## src/lcd_pkg.sv

```systemverilog
// shared addresses, constant words, buffer sizes, id width and state enums
package lcd_pkg;

  // read address map
  localparam logic [31:0] LCD_INPUT_ADDR   = 32'h1fd0_c000;
  localparam logic [31:0] TOUCH_INPUT_ADDR = 32'h1fd0_c004;

  // fixed read words
  localparam logic [31:0] TOUCH_IDLE_WORD = 32'hffff_ffff; // no touch pending
  localparam logic [31:0] UNMAPPED_WORD   = 32'heeee_eeee;

  localparam int ID_W = 4; // transaction id width

  // graph buffer geometry
  localparam int GRAPH_WORDS    = 7;
  localparam int DISPATCH_WORDS = 6; // last slot carries the graph size
  localparam int DISPATCH_GAP   = 2; // idle cycles between dispatches

  // counter widths derived from the sizes above
  localparam int BUF_IDX_W = $clog2(GRAPH_WORDS);
  localparam int GAP_W     = $clog2(DISPATCH_GAP + 1);

  typedef enum logic {
    r_addr,
    r_data
  } r_state_e;

  typedef enum logic [1:0] {
    w_idle,
    w_addr,
    w_data,
    w_resp
  } w_state_e;

  typedef enum logic {
    buf_fill,
    buf_dispatch
  } buf_state_e;

endpackage

```

## src/lcd_axi_read.sv

```systemverilog
// read channel responder, one beat per address with address decode
`timescale 1ns/1ps
module lcd_axi_read
  import lcd_pkg::*;
(
  input  logic            pclk,
  input  logic            rst_n,
  input  logic [ID_W-1:0] arid,
  input  logic [31:0]     araddr,
  input  logic            arvalid,
  output logic            arready,
  output logic [ID_W-1:0] rid,
  output logic [31:0]     rdata,
  output logic [1:0]      rresp,
  output logic            rlast,
  output logic            rvalid,
  input  logic            rready,
  input  logic [31:0]     lcd_input_data
);

  r_state_e    state;
  logic [31:0] addr_q; // captured read address
  logic        ar_hs;
  logic        r_hs;

  // pick the read word for an address
  function automatic logic [31:0] decode_word(input logic [31:0] addr,
                                              input logic [31:0] lcd_word);
    case (addr)
      LCD_INPUT_ADDR:   return lcd_word;
      TOUCH_INPUT_ADDR: return TOUCH_IDLE_WORD;
      default:          return UNMAPPED_WORD;
    endcase
  endfunction

  assign ar_hs = arvalid && arready;
  assign r_hs  = rvalid && rready;
  assign rresp = 2'b00; // always okay

  always_ff @(posedge pclk) begin
    if (!rst_n) begin
      state   <= r_addr;
      arready <= 1'b1;
      rvalid  <= 1'b0;
      rlast   <= 1'b0;
    end else begin
      case (state)
        r_addr: if (ar_hs) begin
          state   <= r_data;
          arready <= 1'b0;
          rvalid  <= 1'b1;
          rlast   <= 1'b1; // single beat
        end
        r_data: if (r_hs) begin
          state   <= r_addr;
          arready <= 1'b1;
          rvalid  <= 1'b0;
          rlast   <= 1'b0;
        end
        default: state <= r_addr;
      endcase
    end
  end

  // id, address and read word
  always_ff @(posedge pclk) begin
    if (ar_hs) begin
      rid    <= arid;
      addr_q <= araddr;
      rdata  <= decode_word(araddr, lcd_input_data);
    end else if (rvalid && !rready) begin
      rdata <= decode_word(addr_q, lcd_input_data); // follow the lcd input
    end
  end

endmodule

```

## src/lcd_axi_write.sv

```systemverilog
// write address, data and response responder with direct lcd write pulse
`timescale 1ns/1ps
module lcd_axi_write
  import lcd_pkg::*;
(
  input  logic            pclk,
  input  logic            rst_n,
  input  logic [ID_W-1:0] awid,
  input  logic [31:0]     awaddr,
  input  logic            awvalid,
  output logic            awready,
  input  logic [31:0]     wdata,
  input  logic [3:0]      wstrb,
  input  logic            wvalid,
  output logic            wready,
  output logic [ID_W-1:0] bid,
  output logic [1:0]      bresp,
  output logic            bvalid,
  input  logic            bready,
  input  logic            buffer_full,
  output logic [31:0]     lcd_addr,
  output logic [31:0]     lcd_data,
  output logic            write_lcd,
  output logic            word_accept,
  output logic [31:0]     word_addr,
  output logic [31:0]     word_data
);

  w_state_e    state;
  logic [31:0] addr_q;
  logic [31:0] data_q;
  logic        strobe_q; // one cycle after a full strobe data beat
  logic        aw_hs;
  logic        w_hs;
  logic        b_hs;
  logic        full_strb;

  assign aw_hs     = awvalid && awready;
  assign w_hs      = wvalid && wready;
  assign b_hs      = bvalid && bready;
  assign full_strb = (wstrb == 4'hf);
  assign bresp     = 2'b00;

  // same beat goes to the lcd and to the graph buffer
  assign lcd_addr    = addr_q;
  assign lcd_data    = data_q;
  assign write_lcd   = strobe_q;
  assign word_addr   = addr_q;
  assign word_data   = data_q;
  assign word_accept = strobe_q;

  always_ff @(posedge pclk) begin
    if (!rst_n) begin
      state    <= w_idle;
      awready  <= 1'b0;
      wready   <= 1'b0;
      bvalid   <= 1'b0;
      strobe_q <= 1'b0;
    end else begin
      strobe_q <= 1'b0;
      case (state)
        w_idle: if (!buffer_full) begin // hold off while a graph drains
          state   <= w_addr;
          awready <= 1'b1;
        end
        w_addr: if (aw_hs) begin
          state   <= w_data;
          awready <= 1'b0;
          wready  <= 1'b1;
        end
        w_data: if (w_hs) begin
          state    <= w_resp;
          wready   <= 1'b0;
          bvalid   <= 1'b1;
          strobe_q <= full_strb; // partial strobes only get a response
        end
        w_resp: if (b_hs) begin
          state  <= w_idle;
          bvalid <= 1'b0;
        end
        default: state <= w_idle;
      endcase
    end
  end

  // payload capture
  always_ff @(posedge pclk) begin
    if (aw_hs) begin
      bid    <= awid;
      addr_q <= awaddr;
    end
    if (w_hs) begin
      data_q <= wdata;
    end
  end

endmodule

```

## src/lcd_graph_buffer.sv

```systemverilog
// seven slot graph capture buffer and paced dispatcher to the lcd decoder
`timescale 1ns/1ps
module lcd_graph_buffer
  import lcd_pkg::*;
(
  input  logic        pclk,
  input  logic        rst_n,
  input  logic        word_accept,
  input  logic [31:0] word_addr,
  input  logic [31:0] word_data,
  input  logic        write_ok,
  output logic        buffer_full,
  output logic [31:0] buffer_addr,
  output logic [31:0] buffer_data,
  output logic        data_valid,
  output logic [31:0] graph_size
);

  buf_state_e           state;
  logic [31:0]          slot_addr [GRAPH_WORDS];
  logic [31:0]          slot_data [GRAPH_WORDS];
  logic [BUF_IDX_W-1:0] fill_cnt; // next free slot
  logic [BUF_IDX_W-1:0] send_idx; // next slot to dispatch
  logic [GAP_W-1:0]     gap_cnt;
  logic                 gap_done;
  logic                 sent_all;
  logic                 send_now;
  logic                 graph_done;

  assign gap_done   = (gap_cnt == GAP_W'(DISPATCH_GAP));
  assign sent_all   = (send_idx == BUF_IDX_W'(DISPATCH_WORDS));
  assign send_now   = (state == buf_dispatch) && write_ok && gap_done && !sent_all;
  assign graph_done = (state == buf_dispatch) && write_ok && sent_all;

  // slot storage
  always_ff @(posedge pclk) begin
    if (graph_done) begin
      for (int i = 0; i < GRAPH_WORDS; i++) begin
        slot_addr[i] <= '0;
        slot_data[i] <= '0;
      end
    end else if (state == buf_fill && word_accept) begin
      slot_addr[fill_cnt] <= word_addr;
      slot_data[fill_cnt] <= word_data;
    end
  end

  always_ff @(posedge pclk) begin
    if (!rst_n) begin
      state       <= buf_fill;
      fill_cnt    <= '0;
      send_idx    <= '0;
      gap_cnt     <= GAP_W'(DISPATCH_GAP); // first word may go at once
      buffer_full <= 1'b0;
      data_valid  <= 1'b0;
      graph_size  <= '0;
    end else begin
      data_valid <= 1'b0;
      case (state)
        buf_fill: begin
          if (word_accept) begin
            if (fill_cnt == BUF_IDX_W'(GRAPH_WORDS - 1)) begin
              fill_cnt    <= '0;
              buffer_full <= 1'b1; // stall the write side
              state       <= buf_dispatch;
            end else begin
              fill_cnt <= fill_cnt + 1'b1;
            end
          end
        end
        buf_dispatch: begin
          if (send_now) begin
            send_idx   <= send_idx + 1'b1;
            gap_cnt    <= '0;
            data_valid <= 1'b1;
            graph_size <= slot_data[GRAPH_WORDS-1];
          end else if (graph_done) begin
            // decoder took the last word, reopen for the next graph
            send_idx    <= '0;
            gap_cnt     <= GAP_W'(DISPATCH_GAP);
            buffer_full <= 1'b0;
            graph_size  <= '0;
            state       <= buf_fill;
          end else if (!gap_done) begin
            gap_cnt <= gap_cnt + 1'b1;
          end
        end
        default: state <= buf_fill;
      endcase
    end
  end

  // word handed to the decoder
  always_ff @(posedge pclk) begin
    if (send_now) begin
      buffer_addr <= slot_addr[send_idx];
      buffer_data <= slot_data[send_idx];
    end
  end

endmodule

```

## src/lcd_ctrl.sv

```systemverilog
// lcd controller top with read, write and graph buffer blocks
`timescale 1ns/1ps
module lcd_ctrl
  import lcd_pkg::*;
(
  input  logic            pclk,
  input  logic            rst_n,
  // read address and data
  input  logic [ID_W-1:0] arid,
  input  logic [31:0]     araddr,
  input  logic            arvalid,
  output logic            arready,
  output logic [ID_W-1:0] rid,
  output logic [31:0]     rdata,
  output logic [1:0]      rresp,
  output logic            rlast,
  output logic            rvalid,
  input  logic            rready,
  // write address, data and response
  input  logic [ID_W-1:0] awid,
  input  logic [31:0]     awaddr,
  input  logic            awvalid,
  output logic            awready,
  input  logic [31:0]     wdata,
  input  logic [3:0]      wstrb,
  input  logic            wvalid,
  output logic            wready,
  output logic [ID_W-1:0] bid,
  output logic [1:0]      bresp,
  output logic            bvalid,
  input  logic            bready,
  // lcd side
  output logic [31:0]     lcd_addr,
  output logic [31:0]     lcd_data,
  output logic            write_lcd,
  output logic [31:0]     buffer_addr,
  output logic [31:0]     buffer_data,
  output logic            data_valid,
  output logic [31:0]     graph_size,
  input  logic [31:0]     lcd_input_data,
  input  logic            write_ok
);

  logic        word_accept;
  logic [31:0] word_addr;
  logic [31:0] word_data;
  logic        buffer_full;

  lcd_axi_read i_axi_read (
    .pclk, .rst_n,
    .arid, .araddr, .arvalid, .arready,
    .rid, .rdata, .rresp, .rlast, .rvalid, .rready,
    .lcd_input_data
  );

  lcd_axi_write i_axi_write (
    .pclk, .rst_n,
    .awid, .awaddr, .awvalid, .awready,
    .wdata, .wstrb, .wvalid, .wready,
    .bid, .bresp, .bvalid, .bready,
    .buffer_full,
    .lcd_addr, .lcd_data, .write_lcd,
    .word_accept, .word_addr, .word_data
  );

  lcd_graph_buffer i_graph_buffer (
    .pclk, .rst_n,
    .word_accept, .word_addr, .word_data,
    .write_ok, .buffer_full,
    .buffer_addr, .buffer_data, .data_valid, .graph_size
  );

endmodule

```

## config.mk

```make
export PLATFORM = sky130hd
export DESIGN_NAME = lcd_ctrl
export DESIGN_NICKNAME = d
export VERILOG_FILES = /design/src/lcd_pkg.sv /design/src/lcd_axi_read.sv /design/src/lcd_axi_write.sv /design/src/lcd_graph_buffer.sv /design/src/lcd_ctrl.sv
export SDC_FILE = /design/constraint.sdc
export NUM_CORES = 1
export LEC_CHECK = 0
export ABC_AREA = 1
export BUFFER_PORTS_ARGS = -buffer_cell sky130_fd_sc_hd__buf_2
export CAP_MARGIN = 40
export CORE_UTILIZATION = 40
export DETAILED_ROUTE_END_ITERATION = 6
export HOLD_SLACK_MARGIN = 0.05
export SETUP_SLACK_MARGIN = 0.05
export SLEW_MARGIN = 20
export SYNTH_ARGS = -nofsm -noshare
export SYNTH_HDL_FRONTEND = slang
export SYNTH_SLANG_ARGS = --single-unit
```

## constraint.sdc

```tcl
create_clock -name pclk -period 6.55 [get_ports pclk]
set_input_delay 0.655 -clock pclk [delete_from_list [all_inputs] [get_ports pclk]]
set_output_delay 0.655 -clock pclk [all_outputs]
set_load 0.005 [all_outputs]
```

# --- Yosys cells after proc, flatten, opt, wreduce, memory -nomap -nowiden ---
# Memories as Yosys holds them, arrays and structs flattened. A register that Yosys moved wholly into a read port is not among the register bits.
# Cells that the tools add are included.
totals:
  reg_bits: 156
  latch_bits: 0
  ramBits: 448
  rom_bits: 0
  out_inout_bits: 212
  elab_cells: 137
  mem_count: 2
op_classes:
  addsub: 3
  mul: 0
  n_div: 0
  order_cmp: 0
  eq_ne: 22
  n_shift: 0
  mux: 55
  bitwise_logic: 2
  n_reduce_logical: 33
memory_table:
  columns: ["memory", "words", "word_bits", "rd", "rd_ports_with_merged_regs", "write_ports", "line_no", "text"]
  rows:
  - ["i_graph_buffer.slot_addr", 7, 32, 1, 1, 7, "lcd_graph_buffer.sv:20", "logic [31:0] slot_addr [GRAPH_WORDS];"]
  - ["i_graph_buffer.slot_data", 7, 32, 2, 2, 7, "lcd_graph_buffer.sv:21", "logic [31:0] slot_data [GRAPH_WORDS];"]
op_table:
  columns: ["op", "n"]
  rows:
  - ["32-bit by 29-bit == test with 1-bit output, second input constant", 4]
  - ["32-bit 2-to-1 mux", 4]
  - ["32-bit case mux with 2 select lines", 2]
  - ["32-bit OR reduction", 2]
  - ["1-bit 2-to-1 mux", 28]
  - ["1-bit case mux with 2 select lines", 8]
  - ["3-bit 2-to-1 mux", 5]
  - ["2-bit 2-to-1 mux", 7]
  - ["2-bit != test, second input constant", 6]
  - ["3-bit AND reduction", 4]
  - ["1-bit logical AND", 11]
  - ["2-bit AND reduction", 5]
  - ["2-bit nonzero test", 5]
  - ["2-bit by 1-bit != test with 1-bit output, second input constant", 4]
  - ["2-bit case mux with 4 select lines", 1]
  - ["4-bit AND reduction", 2]
  - ["3-bit by 1-bit adder with 3-bit output, second input constant", 2]
  - ["2-bit == test, second input constant", 3]
  - ["3-bit == test, second input constant", 2]
  - ["4-bit == test, second input constant", 1]
  - ["1-bit logical NOT", 3]
  - ["3-bit != test, second input constant", 1]
  - ["2-bit by 1-bit adder with 2-bit output, second input constant", 1]
  - ["2-bit by 1-bit == test with 1-bit output, second input constant", 1]
  - ["2 further kinds", 3]

# --- Depth between registers and ports, before layout ---
# Gate-level depths: netlist (run 1).
depth:
  word_depth: 7
  ltp_mapped: 13
  depth_no_buf: 9

# --- By module ---
# From an unflattened synthesis (run 1), not the netlist that was laid out.
unflattened:
  cells_unflattened: 3354
  area_unflattened_um2: 32701.4
by_module_without_submodules:
  columns: ["mod", "n_inst", "cells_per_inst", "area_each_um2", "seq_area_each_um2"]
  rows:
  - ["lcd_graph_buffer", 1, 2926, 26952.1, 17516.8]
  - ["lcd_axi_write", 1, 190, 2936.6, 2162.1]
  - ["lcd_axi_read", 1, 238, 2812.7, 2102.0]

# --- Least setup slack after synthesis (run 1) ---
# OpenSTA, ideal clock, no wires.
synth_path:
  kind: "reg-to-reg"
  start: "reg i_graph_buffer.send_idx[0]"
  end: "mem i_graph_buffer.slot_addr[5][0], enable pin"
  arrival_time_ns: 4.618
  slack_ns: 1.425
  stages_incl_launch_ff: 11
  n_path_buf: 4
  period_less_slack_ns: 5.125
  path_cell_list: "dfxtp_1 > inv_2 > buf_4 > buf_4 > buf_2 > ha_1 > nand2_1 > nor2_1 > inv_2 > clkbuf_1 > a21oi_1"
synth_rtl:
  columns: ["element", "line_no", "text"]
  rows:
  - ["start, declared", "lcd_graph_buffer.sv:23", "logic [BUF_IDX_W-1:0] send_idx;"]
  - ["start signal, assigned", "lcd_graph_buffer.sv:73", "send_idx <= send_idx + 1'b1;"]
  - ["end, declared", "lcd_graph_buffer.sv:20", null]

==> results of run 1 <==
[power groups by stage]
| stage | combinational, W | clock, W | sequential (W) |
|---|---|---|---|
| finish | 0.000296 | 0.00465 | 0.00534 |
| global route | 0.000341 | 0.00490 | 0.00534 |
| CTS | 0.000303 | 0.00474 | 0.00534 |
| detailed placement | 0.000301 | 0 | 0.00544 |
| global placement | 0.000291 | 0 | 0.00544 |
| floorplan | 0.000136 | 0 | 0.00544 |
[sequential cells by signal (all words and copies together), names as in the netlist, 2 cells and up]
| name | flops |
|---|---|
| i_axi_read.addr_q | 32 |
| i_axi_read.rdata | 32 |
| i_axi_read.rid | 4 |
| i_axi_write.bid | 4 |
| i_axi_write.lcd_addr | 32 |
| i_axi_write.lcd_data | 32 |
| i_axi_write.state | 2 |
| i_graph_buffer.buffer_addr | 32 |
| i_graph_buffer.buffer_data | 32 |
| i_graph_buffer.fill_cnt | 3 |
| i_graph_buffer.gap_cnt | 2 |
| i_graph_buffer.graph_size | 32 |
| i_graph_buffer.send_idx | 3 |
| i_graph_buffer.slot_addr | 256 |
| i_graph_buffer.slot_data | 256 |
[cell type report]
type                            instances  area [µm²]
Fill cell                            6980       39800
Sequential cell                       764       21800
Multi-Input combinational cell       1642        7300
Timing Repair Buffer                  402        2400
Clock buffer                          117        2390
Tap cell                             1030        1290
Inverter                              253         962
Clock inverter                         37         318
Antenna cell                            1        2.50
[layout by cell type, fill, tap and decap left out, types with 87 or more instances in the layout]
master	synthesis	layout
clkbuf_16	0	87
inv_1	243	240
edfxtp_1	648	648
a21oi_1	143	142
buf_2	69	355
nand2_1	299	290
nor2_1	681	679
o21ai_0	248	247
o21ai_1	126	126
dfxtp_1	116	113
[worst min-delay path by stage]
stage | startpoint | to | slack, ns | cells past startpoint
finish | wdata[11] | i_axi_write.lcd_data[11]$_DFFE_PP_ | 0.20 | 1
global route | wdata[14] | i_axi_write.lcd_data[14]$_DFFE_PP_ | 0.17 | 1
CTS | arid[0] | i_axi_read.rid[0]$_DFFE_PP_ | 0.16 | 1
detailed placement | i_graph_buffer.gap_cnt[0]$_SDFFE_PN0P_ | i_graph_buffer.gap_cnt[0]$_SDFFE_PN0P_ | 0.46 | 1
global placement | i_axi_read.state$_SDFF_PN0_ | i_axi_read.state$_SDFF_PN0_ | 0.45 | 2
floorplan | i_graph_buffer.gap_cnt[0]$_SDFFE_PN0P_ | i_graph_buffer.gap_cnt[0]$_SDFFE_PN0P_ | 0.44 | 1
[worst max-delay path, delay by kind of cell, from the launching register on]
kind	cells	cell delay [ns]
buffers and inverters	4	1.81
adders and majority gates	1	0.25
DFF	1	0.36
and+or+nand+nor	3	0.67
[cells by family after synthesis]
kind of cell / count (synthesis) / synth area share (%)
AND/OR/NAND/NOR: 1024 / 12.7
flip-flops: 764 / 70.4
AO/OA/AOI/OAI: 606 / 10.2
buffers and inverters: 432 / 6.32
adder cells (fa/ha/maj): 8 / 0.324
other: 1 / 0.0121
[per-layer routing]
layer,vias to the layer above,GRT usage [%]
li1,10238,-
met1,10504,28.2
met2,780,35.0
met3,126,3.48
met4,0,5.91
met5,-,0
[through the flow]
step	instances	setup slack (ns)	hold WS, ns	power [W]	area (µm²)
finish	4246	2.98	0.202	0.0103	36500
global route	4246	2.73	0.171	0.0106	36500
CTS	4241	2.91	0.163	0.0104	36400
detailed placement	4087	2.94	0.458	0.00574	33600
global placement	4073	2.77	0.454	0.00573	33300
floorplan	2838	1.43	0.437	0.00557	30900
==> summary.md, run 1 <==
| Metric | Value |
|---|---|
| Status | finished clean |
| Root buf cell | clkbuf_16 |
| Drt via density | about 5.1 |
| CORE AREA | 76200 µm² |
| First-pass GRT wire length | around 130000 µm |
| Met2 WL | 40300 µm |
| Skew final | approximately 0.022 ns |
| Post-synthesis cell area | 30900 µm² |
| Nets | ~3300 |
| Max-Cap Viols | 0 |
| Post-synthesis area per instance | 10.9 µm² |
| Power Internal | ~0.0081 W |
| Unrepaired setup endpoints after global routing | no |
| Slowest CP cell | buf_4 |
| Comb pwr share | 2.9% |
| Highest routed layer | met4 |
| Clk pwr share | between 40% and 50% |
| Antenna violation net count after detailed routing | 0 |
| Final period util | 54.5% |
| Post CTS Setup Buffer Count | 0 |
| Post-synth EDFFs | around 650 |
| Die span in y | approximately 280 µm |
| Crit Path Class | reg -> reg |
| Yosys top cell area share | a little over three fifths |
| Clk_lat worst skew | approximately 0.62 ns |
| Clk buf depth | 3 |
| CTS buffer count | between 80 and 90 |
| Post-CTS Hold Fix Bufs | 0 |
| Vias in the first global route | ~21000 |
| Htree depth | 3 |
| Cell Rows | around 100 |
| DRC Markers | 0 |
| Area Overhead vs Synth | 17.9% |
| WL met1 | 35600 µm |
| Wirelength per Cell | between 15 and 20 µm |
| Cell variety after synth | 34 |
| I/O pins | 360 |
| Max incr delay on CP | roughly 0.64 ns |
| Pwr/cell area | 282 nW/µm² |
| RePlAce Congestion | roughly 0.76 |
| Worst EP required | 6.79 ns |
| Sw Share | between 20% and 30% |
| Final wirelength | 83500 µm |
| End of the critical path | i_graph_buffer.slot_data[4][7]$_SDFFCE_PN0P_ |
| FF-to-FF End | i_graph_buffer.slot_data[4][7]$_SDFFCE_PN0P_ |
| Final min period | roughly 3.6 ns |
| Initial core utilization | about two fifths |
| # clock sinks | between 700 and 800 |
| Final setup viols | 0 |
| Critical-path cell list | inv_8 -> ha_1 -> nand2_1 -> nor2_1 -> inv_4 -> buf_4 -> nand2_4 -> buf_4 |
| Leak pwr | 14.5 nW |
| Synth Register Bits | roughly 760 |
| Initial antenna violation count | 3 |
| Post-synth top cells | nor2_1, edfxtp_1, nand2_1 |
| Worst Path Max Fanout | 133 |
| Synth area leaders | edfxtp_1, nor2_1, dfxtp_1, o21ai_0, nand2_1 |
| Top-count cell post-synth | nor2_1 |
| Total grt overflow | 0 |
| Reg-to-reg slack, setup | roughly 3.0 ns |
| Worst VDD drop | 180 µV |
| Async SR Flop Fraction | 0% |
| Post-synthesis sequential area ratio | a little over two thirds |
| Via Count | 21648 |
| Final core utilization | between 40% and 50% |
| Worst-margin pin slew | around 0.82 ns |
| Register-to-Register Path Depth | 8 |
| Sequential Power Share | about half |
| Share of cells above drive strength 1 | 17.5% |
| Die X | approximately 280 µm |
| Rel. slew slack | a little under half |
| CP Data Arrival Time | roughly 3.8 ns |
| Post-Syn Instances | 2835 |
| Cell mode on critical path | buf_4 |
| Setup tns final | 0 ns |
| Fin. Hold Viols | 0 |
| Crit. End Element | flip-flop |
| Iter 0 DRT Violations | roughly 1700 |
| Met3 WL | about 5800 µm |
| Buffers on Ports | roughly 360 |
| Largest net degree at the start of global routing | approximately 130 |
| Peak Freq | roughly 280 MHz |
| Max-slew violations | 0 |
| Clock Pin Slew Worst Setup and Hold Paths | 0.06 ns |
| Switching Power | around 0.0021 W |
| Reg2reg start | i_graph_buffer.send_idx[0]$_SDFFE_PN0P_ |
| Tot GR Track Use | between 20% and 30% |
| Detailed Place HPWL | between 40000 and 50000 µm |
| Yosys Warn Count | 0 |
| CTS tree | yes |
| CP startpoint kind | flip-flop |
| Drt pass-1 iters | 5 |
| Main synth FF type | edfxtp_1 |
| Worst Hold Class | in -> reg |
| Worst Setup SP | i_graph_buffer.send_idx[0]$_SDFFE_PN0P_ |
| Full die area | 78400 µm² |
| Synth area leader | edfxtp_1 |
| Post_cts resized | 0 |
(Power assumes the default switching activity.)
==> run 2, diff against run 1 <==
==> constraint.sdc (replaced) <==
create_clock -name pclk -period 3 [get_ports pclk]
set_input_delay 0.3 -clock pclk [delete_from_list [all_inputs] [get_ports pclk]]
set_output_delay 0.3 -clock pclk [all_outputs]
set_load 0.005 [all_outputs]
==> run 2 against run 1 <==
  * Sequential power rose by 120%
  * Total power increased by 120%
  * Utilization increased by 2.0 points
  * Die area did not move
  * Largest power group unchanged
  * Sequential share of layout area shrank 2.4 points
  * Critical endpoint is now i_graph_buffer.gap_cnt[1]$_SDFFE_PN1P_
  * Critical path type unchanged
  * Critical path depth increased by 1
  * Final area grew 4.2%
  * Highest routed layer unchanged
  * Flip-flop and latch count unchanged
  * Largest cell class unchanged
  * First-iteration DRC count down 1.8%
  * Global-route usage rose by 0.56 points
==> summary.md, run 2 (synthesis results as in run 1) <==
| Metric | Value |
|---|---|
| Post-CTS Hold Fix Bufs | 144 |
| WHS | about 0.084 ns |
| Worst EP required | approximately 3.5 ns |
| Final wirelength | roughly 86000 µm |
| Drt via density | roughly 5 |
| I/O pins | 360 |
| Worst Hold Class | in -> reg |
| Share of cells above drive strength 1 | between 10% and 20% |
| Die span in y | roughly 280 µm |
| RePlAce Congestion | between 0.7 and 0.8 |
| Pwr/cell area | 598 nW/µm² |
| CORE AREA | 76200 µm² |
| Slowest CP cell | inv_2 |
| Htree depth | 3 |
| Root buf cell | clkbuf_16 |
| DRC Markers | 0 |
| Biggest regs | i_graph_buffer.slot_addr: 256 flops, i_graph_buffer.slot_data: 256 flops |
| Max-Cap Viols | 0 |
| Final min period | ~2.5 ns |
| # clock sinks | 764 |
| First-pass GRT wire length | approximately 130000 µm |
| Fin. Hold Viols | 0 |
| Detailed Place HPWL | 50500 µm |
| Area taken by multi-input logic gates | between 7000 and 8000 µm² |
| Total grt overflow | 0 |
| Final instance area | 38000 µm² |
| Full die area | ~78000 µm² |
| Drt pass-1 iters | 5 |
| Clk buf depth | 3 |
| Status | finished clean |
| Post_cts resized | 0 |
| Worst Path Max Fanout | 66 |
| Dpl cell area | approximately 34000 µm² |
| Iter 0 DRT Violations | about 1700 |
| CP Data Arrival Time | 3.00 ns |
| Rel. slew slack | 22.4% |
| CTS tree | yes |
| Die X | approximately 280 µm |
| Commonest non-fill, non-tap cell in the layout | nor2_1 |
| Leak pwr | 15.1 nW |
| Unrepaired setup endpoints after global routing | no |
| Peak Freq | between 400 and 500 MHz |
| Buffers on Ports | about 360 |
| Number of fill cells | between 6000 and 7000 |
| Max-slew violations | 0 |
| Clk_lat worst skew | approximately 0.65 ns |
| Wirelength per Cell | between 15 and 20 µm |
| Area Overhead vs Synth | 22.9% |
| Critical-path cell list | inv_8 -> ha_1 -> nand2_1 -> nor2_2 -> inv_2 -> nand2_2 -> buf_4 -> nor2_1 -> a21oi_1 |
| Vias in the first global route | between 20000 and 25000 |
| FF+latch area | ~22000 µm² |
| Final period util | 82.7% |
| Final setup viols | 0 |
| Worst VDD drop | 339 µV |
| Nets | 3453 |
| Crit. End Element | flip-flop |
| Tot GR Track Use | between 20% and 30% |
| Worst-margin pin slew | 1.16 ns |
| Clock Pin Slew Worst Setup and Hold Paths | approximately 0.060 ns |
| Commonest non-fill, non-tap cells in the layout | nor2_1, edfxtp_1, buf_2 |
| Cell Rows | just over 100 |
| Via Count | ~22000 |
| Post CTS Setup Buffer Count | 0 |
| Max incr delay on CP | 0.46 ns |
| Skew final | approximately 0.033 ns |
| CP startpoint kind | flip-flop |
| Crit Path Class | reg -> reg |
| CTS buffer count | 83 |
| Largest net degree at the start of global routing | roughly 230 |
| Antenna violation net count after detailed routing | 0 |
| Initial antenna violation count | 1 |
| Initial core utilization | just over 40% |
-- run 2: cell types whose count changed in the layout (fill, tap and decap cells not counted), sizes merged --
cell / delta
dlygate4sd3: +144
buf: +7
clkbuf: +4
clkinv: -2
clkinvlp: -2
bufinv: +1
-- run 2: through the flow --
stage / cells / worst slack [ns] / power, W / setup TNS, ns / util (%)
CTS: 4397 / 0.533 / 0.0230 / 0 / 49.9
global placement: 4090 / 0.560 / 0.0125 / 0 / 44.1
finish: 4398 / 0.519 / 0.0227 / 0 / 49.9
floorplan: 2838 / -0.228 / 0.0122 / -72.83 / -
detailed placement: 4098 / 0.543 / 0.0125 / 0 / 44.4
global route: 4398 / 0.375 / 0.0234 / 0 / 49.9
-- run 2: critical path, delay by kind of cell (launching register included) --
family	cells	cell delay, ns
flip-flops	1	0.39
AO/OA/AOI/OAI	1	0.06
adder cells (fa/ha/maj)	1	0.24
buffers and inverters	3	0.95
AND/OR/NAND/NOR	4	0.70
-- run 2: area by class of cell --
class | instances | share of cell area [%]
Antenna cell | 1 | 0.00659
Clock buffer | 121 | 6.29
Clock inverter | 34 | 0.925
Inverter | 253 | 2.53
Multi-Input combinational cell | 1642 | 19.2
Sequential cell | 764 | 57.4
Tap cell | 1030 | 3.39
Timing Repair Buffer | 553 | 10.3
-- run 2: metal layers --
layer	track usage [%]	wire length (µm)	vias up
li1	-	-	10525
met1	27.6	36100	10713
met2	36.9	42000	725
met3	3.56	5410	128
met4	7.48	2140	0
met5	0	0	-
-- run 2: where the power goes --
group,switching (W),internal (W)
logic,0.000440,0.000353
registers,0.0000955,0.0116
clock network,0.00422,0.00606
-- run 2: path summary, 6_finish.rpt --
check                                                from  slack, ns                                     end  cells after the start
setup / recovery  i_graph_buffer.send_idx[0]$_SDFFE_PN0P_       0.52  i_graph_buffer.gap_cnt[1]$_SDFFE_PN1P_                      9
hold / removal                                      rst_n       0.08         i_axi_write.bvalid$_SDFFE_PN0P_                      3
setup reg to reg  i_graph_buffer.send_idx[0]$_SDFFE_PN0P_       0.52  i_graph_buffer.gap_cnt[1]$_SDFFE_PN1P_                      9
hold reg to reg    i_graph_buffer.gap_cnt[0]$_SDFFE_PN0P_       0.47  i_graph_buffer.gap_cnt[0]$_SDFFE_PN0P_                      1
==> run 3, diff against run 2 <==
--- a/config.mk
+++ b/config.mk
@@ -5,7 +5,7 @@
 export SDC_FILE = /design/constraint.sdc
 export NUM_CORES = 1
 export LEC_CHECK = 0
-export ABC_AREA = 1
+export ABC_AREA = 0
 export BUFFER_PORTS_ARGS = -buffer_cell sky130_fd_sc_hd__buf_2
 export CAP_MARGIN = 40
 export CORE_UTILIZATION = 40
==> constraint.sdc (replaced) <==
create_clock -name pclk -period 2.4 [get_ports pclk]
set_input_delay 0.24 -clock pclk [delete_from_list [all_inputs] [get_ports pclk]]
set_output_delay 0.24 -clock pclk [all_outputs]
set_load 0.005 [all_outputs]
==> run 3 against run 2 <==
  * Synthesized cell count shrank 30%
  * Area after synthesis is 2.4% lower
  * Worst setup slack lost 0.27 ns
  * Worst hold slack better by 0.025 ns
  * Count of clock-buffer cells in the layout is 3 lower
  * Clock power is 25% higher
  * Register-to-register slack lost 0.27 ns
  * Final area down 0.21%
  * Fmax increased by 15%
  * Critical path type unchanged
  * Largest power group unchanged
  * Highest routed layer unchanged
==> summary.md, run 3 <==
| Metric | Value |
|---|---|
| Status | finished clean |
| Drt via density | around 5.2 |
| Leak pwr | 13.4 nW |
| Tot GR Track Use | 20.7% |
| Adder-Cell Fraction of Synth Area | 0.332% |
| Drt pass-1 iters | 5 |
| Met3 WL | 4660 µm |
| Main synth FF type | edfxtp_1 |
| Complex-gate fraction of the synthesized area | about 2.6% |
| Sequential Power Share | 51.7% |
| Cell variety after synth | 43 |
| Via Count | around 18000 |
| Worst VDD drop | 542 µV |
| Post CTS Setup Buffer Count | 0 |
| CTS buffer count | 82 |
| Clk buf depth | 3 |
| XOR/XNOR share of the synthesized area | less than 1% |
| Clk_lat worst skew | about 0.64 ns |
| I/O pins | 360 |
| Final wirelength | around 79000 µm |
| Initial antenna violation count | 3 |
| RePlAce Congestion | 0.798 |
| Detailed Place HPWL | roughly 46000 µm |
| Sw Share | a little over a fifth |
| Slowest CP cell | dfxtp_4 |
| CORE AREA | about 75000 µm² |
| Top-count cell post-synth | edfxtp_1 |
| Root buf cell | clkbuf_16 |
| Final min period | 2.15 ns |
| First-pass GRT wire length | between 100000 and 150000 µm |
| Vias in the first global route | roughly 19000 |
| Post-synthesis area per instance | 15.3 µm² |
| WHS | around 0.11 ns |
| DRC Markers | 0 |
| Max-slew violations | 0 |
| Worst path bufs/invs | 2 |
| Max-Cap Viols | 0 |
| Crit. End Element | flip-flop |
| Cell mode on critical path | nor2_1 |
| Yosys Warn Count | 0 |
| Total grt overflow | 0 |
| Async SR Flop Fraction | 0% |
| Worst-margin pin slew | between 0.7 and 0.8 ns |
| Power Internal | around 0.023 W |
| Area taken by multi-input logic gates | between 7000 and 8000 µm² |
| Die span in y | between 200 and 300 µm |
| Post-Syn Instances | roughly 2000 |
| Critical-path cell list | inv_8 -> ha_4 -> and4_4 -> nor2_1 -> nor2_1 -> nand3_4 -> nand2_8 -> buf_4 |
| Commonest non-fill, non-tap cells in the layout | edfxtp_1, buf_2, nand2_1 |
| Synth Register Bits | roughly 760 |
| Peak Freq | 465 MHz |
| Biggest regs | i_graph_buffer.slot_addr: 256 flops, i_graph_buffer.slot_data: 256 flops |
| Post-synthesis cell area | 30200 µm² |
| FF+latch area | 21800 µm² |
| Top cell family by delay on the critical path | simple AND/OR/NAND/NOR gates |
| Iter 0 DRT Violations | roughly 1400 |
| Simple logic cell fraction of the synthesized area | between 10 and 15% |
| Final period util | about nine tenths |
| Full die area | roughly 77000 µm² |
| Clk pwr share | 45.1% |
| Synth area leader | edfxtp_1 |
| Nets | approximately 2700 |
| Number of fill cells | just over 6000 |
| Comb pwr share | between 3 and 4% |
| Largest family of logic cells by synthesized area | multiplexers |
| Cell Rows | 100 |
| Commonest non-fill, non-tap cell in the layout | edfxtp_1 |
| Met2 WL | 40800 µm |
| Crit Path Class | reg -> reg |
| Share of cells above drive strength 1 | a little under a third |
| Post-synthesis sequential area ratio | between 70 and 80% |
| Pwr/cell area | about 750 nW/µm² |
| Setup tns final | 0 ns |
| Post-synthesis mux area share | 12.0% |
| Clock Pin Slew Worst Setup and Hold Paths | 0.06 ns |
| CTS tree | yes |
| Skew final | 0.0264 ns |
| Wirelength per Cell | ~22 µm |
| Buffers on Ports | 355 |
| Yosys top cell area share | 64.5% |
| CP startpoint kind | flip-flop |
| Largest net degree at the start of global routing | 84 |
| Worst EP required | around 2.7 ns |
| Max incr delay on CP | about 0.38 ns |
| Post-synth top cells | edfxtp_1, nand2_1, nor2_1 |
| Fin. Hold Viols | 0 |
| Final setup viols | 0 |
| Die X | around 280 µm |
| Initial core utilization | 40.5% |
| Switching Power | around 0.0059 W |
| Worst Path Max Fanout | 14 |
| Antenna violation net count after detailed routing | 0 |
| Post-synth EDFFs | ~650 |
| Worst Hold Class | in -> reg |
| CP Data Arrival Time | approximately 2.5 ns |
| Rel. slew slack | approximately 48% |
| WL met1 | around 32000 µm |
| Synth area leaders | edfxtp_1, mux4_2, dfxtp_1, nand2_1, and2_1 |
| # clock sinks | roughly 760 |
| Htree depth | 3 |
| Area Overhead vs Synth | 25.6% |
| Highest routed layer | met4 |
| Unrepaired setup endpoints after global routing | no |
run 3: layout make-up:
cell class              instances  area share [%]
diodes                          1         0.00660
clock buffers                 118            6.29
multi-input cells            1018            20.6
inverters                      74           0.762
flip-flops and latches        764            57.5
clock inverters                34           0.987
repair buffers                565            10.7
well taps                     969            3.20
run 3: stage by stage:
step	utilization (%)	setup WS, ns	cell area [µm²]	std cells	power [W]
after floorplan	-	-0.423	30400	1974	0.0152
after global placement	45.2	0.108	33700	3243	0.0157
after detailed placement	45.2	0.148	33700	3244	0.0157
after CTS	50.8	0.150	37900	3541	0.0287
after global routing	50.8	0.0886	37900	3542	0.0293
final	50.8	0.251	37900	3543	0.0285
run 3: worst register-to-register path, stage by stage (launching register included):
cell     delay (ns)
dfxtp_4        0.38
inv_8          0.06
ha_4           0.16
and4_4         0.22
nor2_1         0.04
nor2_1         0.31
nand3_4        0.17
nand2_8        0.22
buf_4          0.28
run 3: power by group through the flow:
stage	registers, W	logic (W)	clock network (W)
final	0.0147	0.000900	0.0129
after global routing	0.0148	0.000985	0.0136
after CTS	0.0147	0.000908	0.0130
after detailed placement	0.0150	0.000722	0
after global placement	0.0150	0.000686	0
after floorplan	0.0149	0.000283	0
run 3: path summary, 6_finish.rpt:
kind	start	endpoint	slack, ns	cells after the start
worst max-delay path	i_graph_buffer.send_idx[0]$_SDFFE_PN0P_	i_graph_buffer.slot_addr[3][18]$_SDFFCE_PN0P_	0.25	8
worst min-delay path	bready	i_axi_write.bvalid$_SDFFE_PN0P_	0.11	6
worst max register to register	i_graph_buffer.send_idx[0]$_SDFFE_PN0P_	i_graph_buffer.slot_addr[3][18]$_SDFFCE_PN0P_	0.25	8
worst min register to register	i_graph_buffer.slot_addr[6][22]$_SDFFE_PP0P_	i_graph_buffer.slot_addr[6][22]$_SDFFE_PP0P_	0.45	2
run 3: timing repair:
action	4_1_cts	5_1_grt
gates resized for setup	0	1
endpoints found under the hold margin	146	0
hold buffers	145	0
endpoints found under the setup margin	0	24
run 3: per-layer routing:
layer  GRT usage [%]  vias up
li1                -     8253
met1            26.0     9284
met2            36.7      617
met3            3.21      122
met4            6.31        0
met5               0        -
run 3: kinds of logic (layout without fill, tap and decap cells):
| logic type | after synthesis | after routing |
|---|---|---|
| other | 1 | 5 |
| AND/OR/NAND/NOR | 676 | 676 |
| XOR/XNOR | 1 | 1 |
| multiplexers | 193 | 193 |
| AO/OA/AOI/OAI | 135 | 136 |
| flip-flops | 764 | 764 |
| adder cells (fa/ha/maj) | 8 | 8 |
| buffers and inverters | 193 | 791 |
